`src/common/dwc_pkg.sv`:
```
package dwc_pkg;

  // The address width is the same on both ports.
  localparam int unsigned ADDR_W = 16;

  // The slave port is twice as wide as the master port.
  localparam int unsigned SLV_DATA_W = 64;
  localparam int unsigned MST_DATA_W = 32;

  // Each strobe bit covers one byte lane.
  localparam int unsigned SLV_STRB_W = SLV_DATA_W / 8;
  localparam int unsigned MST_STRB_W = MST_DATA_W / 8;

  // Each slave beat becomes this many master beats.
  localparam int unsigned DOWNSIZE_FACTOR = SLV_DATA_W / MST_DATA_W;

  // The select counts master beats within one slave beat.
  localparam int unsigned SEL_W = $clog2(DOWNSIZE_FACTOR);

  // This address bit picks the half of the wide word that a master beat carries.
  localparam int unsigned SEL_OFFSET = $clog2(MST_STRB_W);

  typedef logic [SEL_W-1:0] sel_t;

  // Response codes are ORed across the beats of one transfer.
  typedef logic [1:0] resp_t;

  localparam resp_t RESP_OKAY   = 2'b00;
  localparam resp_t RESP_SLVERR = 2'b10;

  typedef logic [ADDR_W-1:0]     addr_t;
  typedef logic [SLV_DATA_W-1:0] slv_data_t;
  typedef logic [MST_DATA_W-1:0] mst_data_t;
  typedef logic [SLV_STRB_W-1:0] slv_strb_t;
  typedef logic [MST_STRB_W-1:0] mst_strb_t;

  // AW and AR carry the same fields on both ports.
  typedef struct packed {
    addr_t      addr;
    logic [2:0] prot;
  } addr_chan_t;

  typedef struct packed {
    slv_data_t data;
    slv_strb_t strb;
  } slv_w_chan_t;

  typedef struct packed {
    mst_data_t data;
    mst_strb_t strb;
  } mst_w_chan_t;

  typedef struct packed {
    resp_t resp;
  } b_chan_t;

  typedef struct packed {
    mst_data_t data;
    resp_t     resp;
  } mst_r_chan_t;

  typedef struct packed {
    slv_data_t data;
    resp_t     resp;
  } slv_r_chan_t;

  // A wide data word, seen either whole or as master-sized halves.
  // Half 0 is the low half of the word.
  typedef union packed {
    slv_data_t                        word;
    mst_data_t [DOWNSIZE_FACTOR-1:0] half;
  } wide_data_u;

endpackage

```
`src/downsizer/dwc_addr_split.sv`:
```
`timescale 1ns/1ps

module dwc_addr_split
  import dwc_pkg::*;
(
  input  logic       clk_i,
  input  logic       reset_i,
  input  logic       req_valid_i,
  output logic       req_ready_o,
  input  addr_chan_t req_i,
  output logic       mst_valid_o,
  input  logic       mst_ready_i,
  output addr_chan_t mst_o
);

  // The counter names the master beat that is presented now.
  sel_t sel_q;
  logic last_beat;
  logic mst_hs;

  assign last_beat = (sel_q == sel_t'(DOWNSIZE_FACTOR - 1));
  assign mst_hs    = mst_valid_o & mst_ready_i;

  // Every beat of one request is offered while the spill entry is held.
  assign mst_valid_o = req_valid_i;

  // The entry is released only with the handshake of the last beat.
  assign req_ready_o = mst_ready_i & last_beat;

  // Each master beat is aligned to the master bus.
  // The half-select bits come from the counter, whatever the slave address held there.
  always_comb begin
    mst_o                               = req_i;
    mst_o.addr[SEL_OFFSET +: SEL_W]     = sel_q;
    mst_o.addr[SEL_OFFSET-1:0]          = '0;
  end

  always_ff @(posedge clk_i) begin
    if (reset_i) begin
      sel_q <= '0;
    end else if (mst_hs) begin
      // The counter wraps after the last beat, ready for the next request.
      sel_q <= last_beat ? '0 : sel_t'(sel_q + 1'b1);
    end
  end

  // A stalled master beat must not change, which relies on the spill register
  // holding its entry until the last beat is accepted.
  stable_mst_a : assert property (
    @(posedge clk_i) disable iff (reset_i)
    (mst_valid_o && !mst_ready_i) |=> (mst_valid_o && $stable(mst_o))
  ) else $error("Address beat changed while stalled.");

endmodule

```
`src/downsizer/dwc_b_merge.sv`:
```
`timescale 1ns/1ps

module dwc_b_merge
  import dwc_pkg::*;
(
  input  logic    clk_i,
  input  logic    reset_i,
  input  logic    mst_valid_i,
  output logic    mst_ready_o,
  input  b_chan_t mst_i,
  output logic    slv_valid_o,
  input  logic    slv_ready_i,
  output b_chan_t slv_o
);

  // Counts master responses and keeps the OR of the ones already taken.
  sel_t  cnt_q;
  resp_t resp_q;
  logic  last_beat;
  logic  mst_hs;

  assign last_beat = (cnt_q == sel_t'(DOWNSIZE_FACTOR - 1));

  // Early responses are always swallowed.
  // The last one waits for the slave side.
  assign mst_ready_o = last_beat ? slv_ready_i : 1'b1;
  assign slv_valid_o = mst_valid_i & last_beat;
  assign mst_hs      = mst_valid_i & mst_ready_o;

  // An error in any half turns the whole write into an error.
  always_comb begin
    slv_o      = mst_i;
    slv_o.resp = mst_i.resp | resp_q;
  end

  always_ff @(posedge clk_i) begin
    if (reset_i) begin
      cnt_q  <= '0;
      resp_q <= RESP_OKAY;
    end else if (mst_hs) begin
      cnt_q  <= last_beat ? '0 : sel_t'(cnt_q + 1'b1);
      // The accumulator starts over once the merged response is handed off.
      resp_q <= last_beat ? RESP_OKAY : (resp_q | mst_i.resp);
    end
  end

  // The merged response holds while the slave side stalls it.
  stable_slv_b : assert property (
    @(posedge clk_i) disable iff (reset_i)
    (slv_valid_o && !slv_ready_i) |=> (slv_valid_o && $stable(slv_o))
  ) else $error("B response changed while stalled.");

endmodule

```
`src/downsizer/dwc_r_merge.sv`:
```
`timescale 1ns/1ps

module dwc_r_merge
  import dwc_pkg::*;
(
  input  logic        clk_i,
  input  logic        reset_i,
  input  logic        mst_valid_i,
  output logic        mst_ready_o,
  input  mst_r_chan_t mst_i,
  output logic        slv_valid_o,
  input  logic        slv_ready_i,
  output slv_r_chan_t slv_o
);

  // Only the first beat is stored.
  // The second one goes through to the slave side without a register.
  sel_t       cnt_q;
  mst_data_t  data_q;
  resp_t      resp_q;
  logic       last_beat;
  logic       mst_hs;
  wide_data_u r_wide;

  assign last_beat = (cnt_q == sel_t'(DOWNSIZE_FACTOR - 1));

  assign mst_ready_o = last_beat ? slv_ready_i : 1'b1;
  assign slv_valid_o = mst_valid_i & last_beat;
  assign mst_hs      = mst_valid_i & mst_ready_o;

  // Reads were issued low half first, so the stored beat is the low half.
  always_comb begin
    r_wide.half[0] = data_q;
    r_wide.half[1] = mst_i.data;
    slv_o.data     = r_wide.word;
    slv_o.resp     = resp_q | mst_i.resp;
  end

  always_ff @(posedge clk_i) begin
    if (reset_i) begin
      cnt_q  <= '0;
      resp_q <= RESP_OKAY;
    end else if (mst_hs) begin
      cnt_q <= last_beat ? '0 : sel_t'(cnt_q + 1'b1);
      if (!last_beat) begin
        resp_q <= mst_i.resp;
      end
    end
  end

  // The first beat's data waits here until the second beat completes the word.
  always_ff @(posedge clk_i) begin
    if (mst_hs && !last_beat) begin
      data_q <= mst_i.data;
    end
  end

  // The joined beat holds while the slave side stalls it.
  stable_slv_r : assert property (
    @(posedge clk_i) disable iff (reset_i)
    (slv_valid_o && !slv_ready_i) |=> (slv_valid_o && $stable(slv_o))
  ) else $error("R beat changed while stalled.");

endmodule

```
`src/downsizer/dwc_w_split.sv`:
```
`timescale 1ns/1ps

module dwc_w_split
  import dwc_pkg::*;
(
  input  logic        clk_i,
  input  logic        reset_i,
  input  logic        req_valid_i,
  output logic        req_ready_o,
  input  slv_w_chan_t req_i,
  output logic        mst_valid_o,
  input  logic        mst_ready_i,
  output mst_w_chan_t mst_o
);

  // This counter runs on its own and is not tied to the AW split.
  // Both see the same order of beats, so they stay in step.
  sel_t       sel_q;
  logic       last_beat;
  logic       mst_hs;
  wide_data_u w_wide;

  assign last_beat = (sel_q == sel_t'(DOWNSIZE_FACTOR - 1));
  assign mst_hs    = mst_valid_o & mst_ready_i;

  assign mst_valid_o = req_valid_i;
  assign req_ready_o = mst_ready_i & last_beat;

  // The wide word is cut into halves.
  // Beat 0 carries the low half with the low strobe bits.
  always_comb begin
    w_wide.word = req_i.data;
    mst_o.data  = w_wide.half[sel_q];
    mst_o.strb  = req_i.strb[sel_q*MST_STRB_W +: MST_STRB_W];
  end

  always_ff @(posedge clk_i) begin
    if (reset_i) begin
      sel_q <= '0;
    end else if (mst_hs) begin
      sel_q <= last_beat ? '0 : sel_t'(sel_q + 1'b1);
    end
  end

  // The half on offer stays put until the master takes it.
  stable_mst_w : assert property (
    @(posedge clk_i) disable iff (reset_i)
    (mst_valid_o && !mst_ready_i) |=> (mst_valid_o && $stable(mst_o))
  ) else $error("W beat changed while stalled.");

endmodule

```
`src/hw/dwc_spill_reg.sv`:
```
`timescale 1ns/1ps

module dwc_spill_reg #(
  parameter int unsigned WIDTH = 8
) (
  input  logic             clk_i,
  input  logic             reset_i,
  input  logic             valid_i,
  output logic             ready_o,
  input  logic [WIDTH-1:0] data_i,
  output logic             valid_o,
  input  logic             ready_i,
  output logic [WIDTH-1:0] data_o
);

  // Entry A drives the output.
  // Entry B catches a beat that arrives while A is stalled.
  // Both valid and ready come straight from flops, so no combinational path crosses the slice.
  logic             a_full_q;
  logic             b_full_q;
  logic [WIDTH-1:0] a_data_q;
  logic [WIDTH-1:0] b_data_q;
  logic             push;
  logic             pop;
  logic             a_load;
  logic             b_load;

  // New beats are taken as long as the skid entry is free.
  assign ready_o = ~b_full_q;
  assign valid_o = a_full_q;
  assign data_o  = a_data_q;

  assign push = valid_i & ready_o;
  assign pop  = a_full_q & ready_i;

  // A refills when it is empty or being drained, taking the older B entry first.
  assign a_load = (~a_full_q | pop) & (b_full_q | push);

  // A beat goes to B only when A is full and stays full this cycle.
  assign b_load = push & a_full_q & ~pop;

  always_ff @(posedge clk_i) begin
    if (reset_i) begin
      a_full_q <= 1'b0;
      b_full_q <= 1'b0;
    end else begin
      a_full_q <= a_load | (a_full_q & ~pop);
      b_full_q <= b_load | (b_full_q & ~pop);
    end
  end

  always_ff @(posedge clk_i) begin
    if (a_load) begin
      a_data_q <= b_full_q ? b_data_q : data_i;
    end
    if (b_load) begin
      b_data_q <= data_i;
    end
  end

endmodule

```
`src/hw/dwc_top.sv`:
```
`timescale 1ns/1ps

module dwc_top
  import dwc_pkg::*;
(
  input  logic        clk_i,
  input  logic        reset_i,
  input  logic        slv_aw_valid_i,
  output logic        slv_aw_ready_o,
  input  addr_chan_t  slv_aw_i,
  input  logic        slv_w_valid_i,
  output logic        slv_w_ready_o,
  input  slv_w_chan_t slv_w_i,
  output logic        slv_b_valid_o,
  input  logic        slv_b_ready_i,
  output b_chan_t     slv_b_o,
  input  logic        slv_ar_valid_i,
  output logic        slv_ar_ready_o,
  input  addr_chan_t  slv_ar_i,
  output logic        slv_r_valid_o,
  input  logic        slv_r_ready_i,
  output slv_r_chan_t slv_r_o,
  output logic        mst_aw_valid_o,
  input  logic        mst_aw_ready_i,
  output addr_chan_t  mst_aw_o,
  output logic        mst_w_valid_o,
  input  logic        mst_w_ready_i,
  output mst_w_chan_t mst_w_o,
  input  logic        mst_b_valid_i,
  output logic        mst_b_ready_o,
  input  b_chan_t     mst_b_i,
  output logic        mst_ar_valid_o,
  input  logic        mst_ar_ready_i,
  output addr_chan_t  mst_ar_o,
  input  logic        mst_r_valid_i,
  output logic        mst_r_ready_o,
  input  mst_r_chan_t mst_r_i
);

  // Slave requests are registered first, so the splitters see stable entries.
  addr_chan_t  aw_spill;
  logic        aw_spill_valid;
  logic        aw_spill_ready;
  slv_w_chan_t w_spill;
  logic        w_spill_valid;
  logic        w_spill_ready;
  addr_chan_t  ar_spill;
  logic        ar_spill_valid;
  logic        ar_spill_ready;

  dwc_spill_reg #(.WIDTH($bits(addr_chan_t))) i_spill_aw (
    .clk_i   (clk_i),
    .reset_i (reset_i),
    .valid_i (slv_aw_valid_i),
    .ready_o (slv_aw_ready_o),
    .data_i  (slv_aw_i),
    .valid_o (aw_spill_valid),
    .ready_i (aw_spill_ready),
    .data_o  (aw_spill)
  );

  dwc_spill_reg #(.WIDTH($bits(slv_w_chan_t))) i_spill_w (
    .clk_i   (clk_i),
    .reset_i (reset_i),
    .valid_i (slv_w_valid_i),
    .ready_o (slv_w_ready_o),
    .data_i  (slv_w_i),
    .valid_o (w_spill_valid),
    .ready_i (w_spill_ready),
    .data_o  (w_spill)
  );

  dwc_spill_reg #(.WIDTH($bits(addr_chan_t))) i_spill_ar (
    .clk_i   (clk_i),
    .reset_i (reset_i),
    .valid_i (slv_ar_valid_i),
    .ready_o (slv_ar_ready_o),
    .data_i  (slv_ar_i),
    .valid_o (ar_spill_valid),
    .ready_i (ar_spill_ready),
    .data_o  (ar_spill)
  );

  // The write address and the read address are split in the same way.
  dwc_addr_split i_aw_split (
    .clk_i       (clk_i),
    .reset_i     (reset_i),
    .req_valid_i (aw_spill_valid),
    .req_ready_o (aw_spill_ready),
    .req_i       (aw_spill),
    .mst_valid_o (mst_aw_valid_o),
    .mst_ready_i (mst_aw_ready_i),
    .mst_o       (mst_aw_o)
  );

  dwc_addr_split i_ar_split (
    .clk_i       (clk_i),
    .reset_i     (reset_i),
    .req_valid_i (ar_spill_valid),
    .req_ready_o (ar_spill_ready),
    .req_i       (ar_spill),
    .mst_valid_o (mst_ar_valid_o),
    .mst_ready_i (mst_ar_ready_i),
    .mst_o       (mst_ar_o)
  );

  dwc_w_split i_w_split (
    .clk_i       (clk_i),
    .reset_i     (reset_i),
    .req_valid_i (w_spill_valid),
    .req_ready_o (w_spill_ready),
    .req_i       (w_spill),
    .mst_valid_o (mst_w_valid_o),
    .mst_ready_i (mst_w_ready_i),
    .mst_o       (mst_w_o)
  );

  // Responses come back without a spill register.
  // The last beat passes straight through.
  dwc_b_merge i_b_merge (
    .clk_i       (clk_i),
    .reset_i     (reset_i),
    .mst_valid_i (mst_b_valid_i),
    .mst_ready_o (mst_b_ready_o),
    .mst_i       (mst_b_i),
    .slv_valid_o (slv_b_valid_o),
    .slv_ready_i (slv_b_ready_i),
    .slv_o       (slv_b_o)
  );

  dwc_r_merge i_r_merge (
    .clk_i       (clk_i),
    .reset_i     (reset_i),
    .mst_valid_i (mst_r_valid_i),
    .mst_ready_o (mst_r_ready_o),
    .mst_i       (mst_r_i),
    .slv_valid_o (slv_r_valid_o),
    .slv_ready_i (slv_r_ready_i),
    .slv_o       (slv_r_o)
  );

endmodule

```
`config.mk`:
```
export PLATFORM = sky130hd
export DESIGN_NAME = dwc_top
export DESIGN_NICKNAME = d
export VERILOG_FILES = /design/src/common/dwc_pkg.sv /design/src/downsizer/dwc_addr_split.sv /design/src/downsizer/dwc_b_merge.sv /design/src/downsizer/dwc_r_merge.sv /design/src/downsizer/dwc_w_split.sv /design/src/hw/dwc_spill_reg.sv /design/src/hw/dwc_top.sv
export SDC_FILE = /design/constraint.sdc
export NUM_CORES = 1
export LEC_CHECK = 0
export ABC_AREA = 1
export CAP_MARGIN = 20
export CORE_MARGIN = 3
export CORE_UTILIZATION = 35
export CTS_BUF_LIST = sky130_fd_sc_hd__clkbuf_4 sky130_fd_sc_hd__clkbuf_8
export CTS_CLUSTER_SIZE = 12
export DETAILED_ROUTE_END_ITERATION = 10
export DONT_BUFFER_PORTS = 1
export PLACE_DENSITY = 0.62
export SYNTH_ARGS = -nofsm -noshare
export SYNTH_HDL_FRONTEND = slang
export SYNTH_HIERARCHICAL = 1
export SYNTH_SLANG_ARGS = --single-unit
```
`constraint.sdc`:
```
create_clock -name clk_i -period 5.3 [get_ports clk_i]
set_clock_uncertainty 0.2 [all_clocks]
set_input_delay 0.265 -clock clk_i [delete_from_list [all_inputs] [get_ports clk_i]]
set_output_delay 0.265 -clock clk_i [all_outputs]
set_load 0.05 [all_outputs]
```
## Yosys cells after proc, flatten, opt, wreduce, memory -nomap -nowiden

Index checks and enable logic that the tools add are counted.
W data, S select, Z words.

- Bits in latches: 0
- Output and inout bits: 152
- Memory bits (writable): 0
- Bits in read-only memories: 0
- Register bits: 267
- Input port bits: 158
- Word-level logic and storage cells: 98
- Memories kept: 0

- Divide/modulo/power cells: 0
- Order comparisons: 1
- Bitwise logic cells: 55
- Eq/ne operators: 0
- Shift-type cells: 1
- Reductions and logical operators: 3
- Multipliers: 0
- Mux-type cells: 13
- Add/subtract/negate cells: 5

Operators with widths:

| cell | number |
|---|---|
| $mux W72 | 1 |
| $mux W32 | 2 |
| $mux W19 | 2 |
| $and A1 B1 Y1 | 31 |
| $or A1 B1 Y1 | 12 |
| $not A1 Y1 | 10 |
| $shiftx A8 B4 Y4 | 1 |
| $mux W1 | 7 |
| $add A1 B1 Y1 const B | 5 |
| $or A2 B2 Y2 | 2 |
| $lt A1 B2 Y1 const B | 1 |
| $mux W2 | 1 |
| $reduce_and A2 Y1 | 1 |
| $logic_and A1 B1 Y1 | 1 |
| $logic_not A1 Y1 | 1 |

## Logic depth before layout (Yosys ltp)

- Word-level depth: 5
- Gate-level depth with buffers: 7
- Gate-level depth less buffers: 5

## Cells and area by module

Netlist, hierarchy kept.

Modules (own cells, without submodules):

| module | cells each | instances | sequential area each (um^2) | area each (um^2) |
|---|---|---|---|---|
| dwc_spill_reg at i_spill_w | 392 | 1 | 4364.2 | 5322.6 |
| dwc_spill_reg at i_spill_ar ... | 115 | 2 | 1181.1 | 1539.0 |
| dwc_r_merge | 88 | 1 | 1021.0 | 1355.0 |
| dwc_w_split | 125 | 1 | 20.0 | 578.1 |
| dwc_addr_split | 29 | 2 | 20.0 | 202.7 |
| dwc_b_merge | 25 | 1 | 60.1 | 153.9 |

## Worst setup path after synthesis

No wires, ideal clock.

- Path kind: flip-flop to flip-flop
- From: register i_w_split.sel_q (netlist: i_w_split/last_beat)
- To: register i_spill_w.a_data_q[0] (netlist: i_spill_w/data_o[0]) (enable)
- Data required time: 4574 ps
- Buffers on the path: 2
- Setup time: 526 ps
- Slack: 305 ps
- Cell stages (with the launch flop): 7
- Period minus slack after synthesis: 4995 ps
- Arrival time: 4269 ps
- Cells stage by stage: dfxtp_1 > buf_6 > buf_6 > nand2_1 > inv_1 > nor2_1 > a21oi_1

- Longest elaborated chain between the ends: 4

Ends and longest elaborated chain:

| what | line | source |
|---|---|---|
| start, declared | dwc_w_split.sv:18 | `sel_t sel_q;` |
| start signal, assigned | dwc_w_split.sv:41 | `sel_q <= last_beat ? '0 : sel_t'(sel_q + 1'b1);` |
| $and A1 B1 Y1 | dwc_w_split.sv:27 | `assign req_ready_o = mst_ready_i & last_beat;` |
| named net w_spill_ready | dwc_top.sv:46 | `logic w_spill_ready;` |
| $and A1 B1 Y1 | dwc_spill_reg.sv:34 | `assign pop = a_full_q & ready_i;` |
| $or A1 B1 Y1 | dwc_spill_reg.sv:37 | `assign a_load = (~a_full_q \| pop) & (b_full_q \| push);` |
| $and A1 B1 Y1 | dwc_spill_reg.sv:37 |  |
| named net i_spill_w.a_load | dwc_spill_reg.sv:25 | `logic a_load;` |
| end signal, assigned | dwc_spill_reg.sv:54 | `a_data_q <= b_full_q ? b_data_q : data_i;` |
| end, declared | dwc_spill_reg.sv:21 | `logic [WIDTH-1:0] a_data_q;` |

The timed path passes the listed nets, and every way through them passes these cells.
A chain may end at the register's enable or synchronous reset.

## Worst setup path in the final report

- From: register i_spill_w.b_full_q
- To: register i_spill_w.b_data_q[34] (enable)

- Longest elaborated chain between the ends: 4

Ends and longest elaborated chain:

| what | line | source |
|---|---|---|
| start, declared | dwc_spill_reg.sv:20 | `logic b_full_q;` |
| start signal, assigned | dwc_spill_reg.sv:48 | `b_full_q <= b_load \| (b_full_q & ~pop);` |
| $not A1 Y1 | dwc_spill_reg.sv:29 | `assign ready_o = ~b_full_q;` |
| $and A1 B1 Y1 | dwc_spill_reg.sv:33 | `assign push = valid_i & ready_o;` |
| $and A1 B1 Y1 (2 in a row) | dwc_spill_reg.sv:40 | `assign b_load = push & a_full_q & ~pop;` |
| named net i_spill_w.b_load | dwc_spill_reg.sv:26 | `logic b_load;` |
| end signal, assigned | dwc_spill_reg.sv:57 | `b_data_q <= data_i;` |
| end, declared | dwc_spill_reg.sv:22 | `logic [WIDTH-1:0] b_data_q;` |

The timed path passes the listed nets, and every way through them passes these cells.

==> flow_metrics.env <==
export IMPL_worstPathArrival_ns=3.15
export IMPL_wl_per_cell_um=15.76
export IMPL_p_total_mw=4.819
export IMPL_avgViaCountPerCell=4.447
export IMPL_finalMaxSlewViolations=0
export IMPL_crit_chain="buf_4, nor2_1, nand2_1, clkinv_2, buf_4"
export IMPL_netSwitchingPower_mw=1.370
export IMPL_cts_sinks=255
export IMPL_hold_path_class="primary input to flop"
export IMPL_hpwl_um=14300
export IMPL_start_kind="flop"
export IMPL_peakVddDrop_uv=226.2
export IMPL_drtAntennaViolNets=0
export IMPL_wl_um=22300
export IMPL_grt_pass1_wl_um=33760
export IMPL_tns_ns=0
export IMPL_power_share_clock_pct=34.9
export IMPL_ios=310
export IMPL_row_count=62
export IMPL_seq_power_share_pct=53.6
export IMPL_internal_power_mw=3.448
export IMPL_drtPass1Iterations=4
export IMPL_cts_buffers=43
export IMPL_cp_required_ns=5.37
export IMPL_cpMaxStageDelayCell="clkinv_2"
export IMPL_worstMarginPinSlew_ns=1.093
export IMPL_die_h_um=178.9
export IMPL_drive_above_1_share_pct=11.19
export IMPL_clock_path_buffers=3
export IMPL_synth_area_sq_um=10470
export IMPL_vias=6292
export IMPL_cp_max_fo=64
export IMPL_crit_top_cell="buf_4"
export IMPL_die_area_sq_um=32010
export IMPL_critPathKind="flop to flop"
export IMPL_layoutNonFillerInstCount=1415
export IMPL_grt_use_total_pct=13.37
export IMPL_grt_pass1_vias=6287
export IMPL_start_util_pct=35.97
export IMPL_ctsRootBufferMaster="clkbuf_8"
export IMPL_tritoncts="built"
export IMPL_layout_nets=1154
export IMPL_post_synth_cell_area_avg_sq_um=11.78
export IMPL_design_core_area_sq_um=29090
export IMPL_h_tree_depth=2
export IMPL_powerDensity_nw_per_um2=380.9
export IMPL_slowest_delay_ns=0.68
export IMPL_cap_violations=0
export IMPL_status="complete, no violations"
export IMPL_post_cts_buffers=0
export IMPL_power_leakage_nw=5.010
export IMPL_finalSetupViolations=0
export IMPL_relSlewSlack_pct=26.66
export IMPL_grt_remaining_overflow=0
export IMPL_port_buffers=0
export IMPL_end_kind="flop"
export IMPL_cts_clk_slew_worst_paths_ns=0.06
export IMPL_combinationalPowerShare_pct=11.5
export IMPL_netlist_instances=888
export IMPL_hold_viol_final=0
export IMPL_finalCriticalPeriod_ns=3.082
export IMPL_max_freq_mhz=324.4
export IMPL_first_iter_violations=284
export IMPL_gp_congestion=0.7310
export IMPL_clk_latency_ns=0.53
export IMPL_switching_share_pct=28.44
export IMPL_post_route_period_util_pct=58.16
export IMPL_nFillCells=2636
export IMPL_rsz0062_at_grt="false"
export IMPL_yosysWarnings=6
export IMPL_dpl_cell_count=1178
export IMPL_antenna_found_initial=2
export IMPL_route_detailed_drc=0
export IMPL_syn_to_final_growth_pct=20.90
export IMPL_grt_max_degree=76
export IMPL_die_w_um=178.9
state kept, by name, summed over array words and instances (netlist names), 2 cells and up:
signal,flops
i_spill_w/data_o,72
i_spill_ar/data_o,16
i_spill_ar/b_data_q,16
i_r_merge/resp_q,2
i_spill_aw/b_data_q,16
i_spill_w/b_data_q,72
i_spill_aw/data_o,16
i_b_merge/resp_q,2
i_r_merge/data_q,32
power by group through the flow:
stage	Sequential (mW)	Combinational [mW]	Clock [mW]
after floorplan	2.52	0.579	0
after global placement	2.62	0.437	0
after detailed placement	2.63	0.446	0
after CTS	2.59	0.560	1.75
after global routing	2.60	0.605	1.84
final	2.58	0.553	1.68
repair_timing:
item | 4_1_cts | 5_1_grt
hold endpoints to repair | 287 | 0
hold buffers | 157 | 0
resized for setup | 0 | 0
per-stage QoR:
| stage | area, sq um | worst slack, ns | util (%) | hold WS (ns) |
|---|---|---|---|---|
| 2_1_floorplan | 10470 | 0.3053 | - | 0.1274 |
| 3_3_place_gp | 10240 | 2.180 | 35.21 | 0.1311 |
| 3_5_place_dp | 10240 | 2.153 | 35.21 | 0.1320 |
| 4_1_cts | 12640 | 2.137 | 43.47 | 0.03824 |
| 5_1_grt | 12650 | 1.875 | 43.48 | 0.04605 |
| 6_report | 12650 | 2.218 | 43.49 | 0.07584 |
placed cells by master (no fill, tap or decap), drive strengths merged, types with 2 or more instances in the layout:
cell / instances
clkbuf: 55
dfxtp: 15
o21ai: 37
diode: 3
or2: 3
nand2: 378
a31oi: 3
conb: 4
nor2: 17
a21oi: 12
clkinv: 19
clkinvlp: 2
nand3: 5
dlygate4sd3: 157
edfxtp: 240
buf: 9
inv: 70
layer usage:
metal	GRT usage, %	vias to the layer above	share of wire, %
met4	4.838	0	3.0
met3	6.141	58	11
met5	0	-	0
li1	-	3056	-
met1	15.03	2899	38
met2	22.34	279	48
worst max-delay path, delay by kind of cell (launching register included):
family                 cells  cell delay [ns]
buffers and inverters      3             1.81
DFF                        1             0.47
and+or+nand+nor            2             0.24
final timing paths:
kind,startpoint,end,slack [ns],cells past startpoint
max reg2reg,i_spill_w/b_full_q,i_spill_w/b_data_q[34],2.22,5
min,mst_r_valid_i,i_r_merge/data_q[25],0.08,3
max,i_spill_w/b_full_q,i_spill_w/b_data_q[34],2.22,5
min reg2reg,i_b_merge/resp_q[1],i_b_merge/resp_q[1],0.26,2
layout make-up:
class                      instances  area (sq um)  share of cell area (%)
antenna                            3         7.507                 0.05934
clock buffer                      55         688.2                   5.439
clock inverter                    22         141.4                   1.117
inverter                          70         264.0                   2.087
multi-input combinational        460          1922                   15.19
sequential                       255          7510                   59.36
tap                              384         480.5                   3.797
timing repair buffer             166          1639                   12.95
Power figures use the tool's default switching activity.
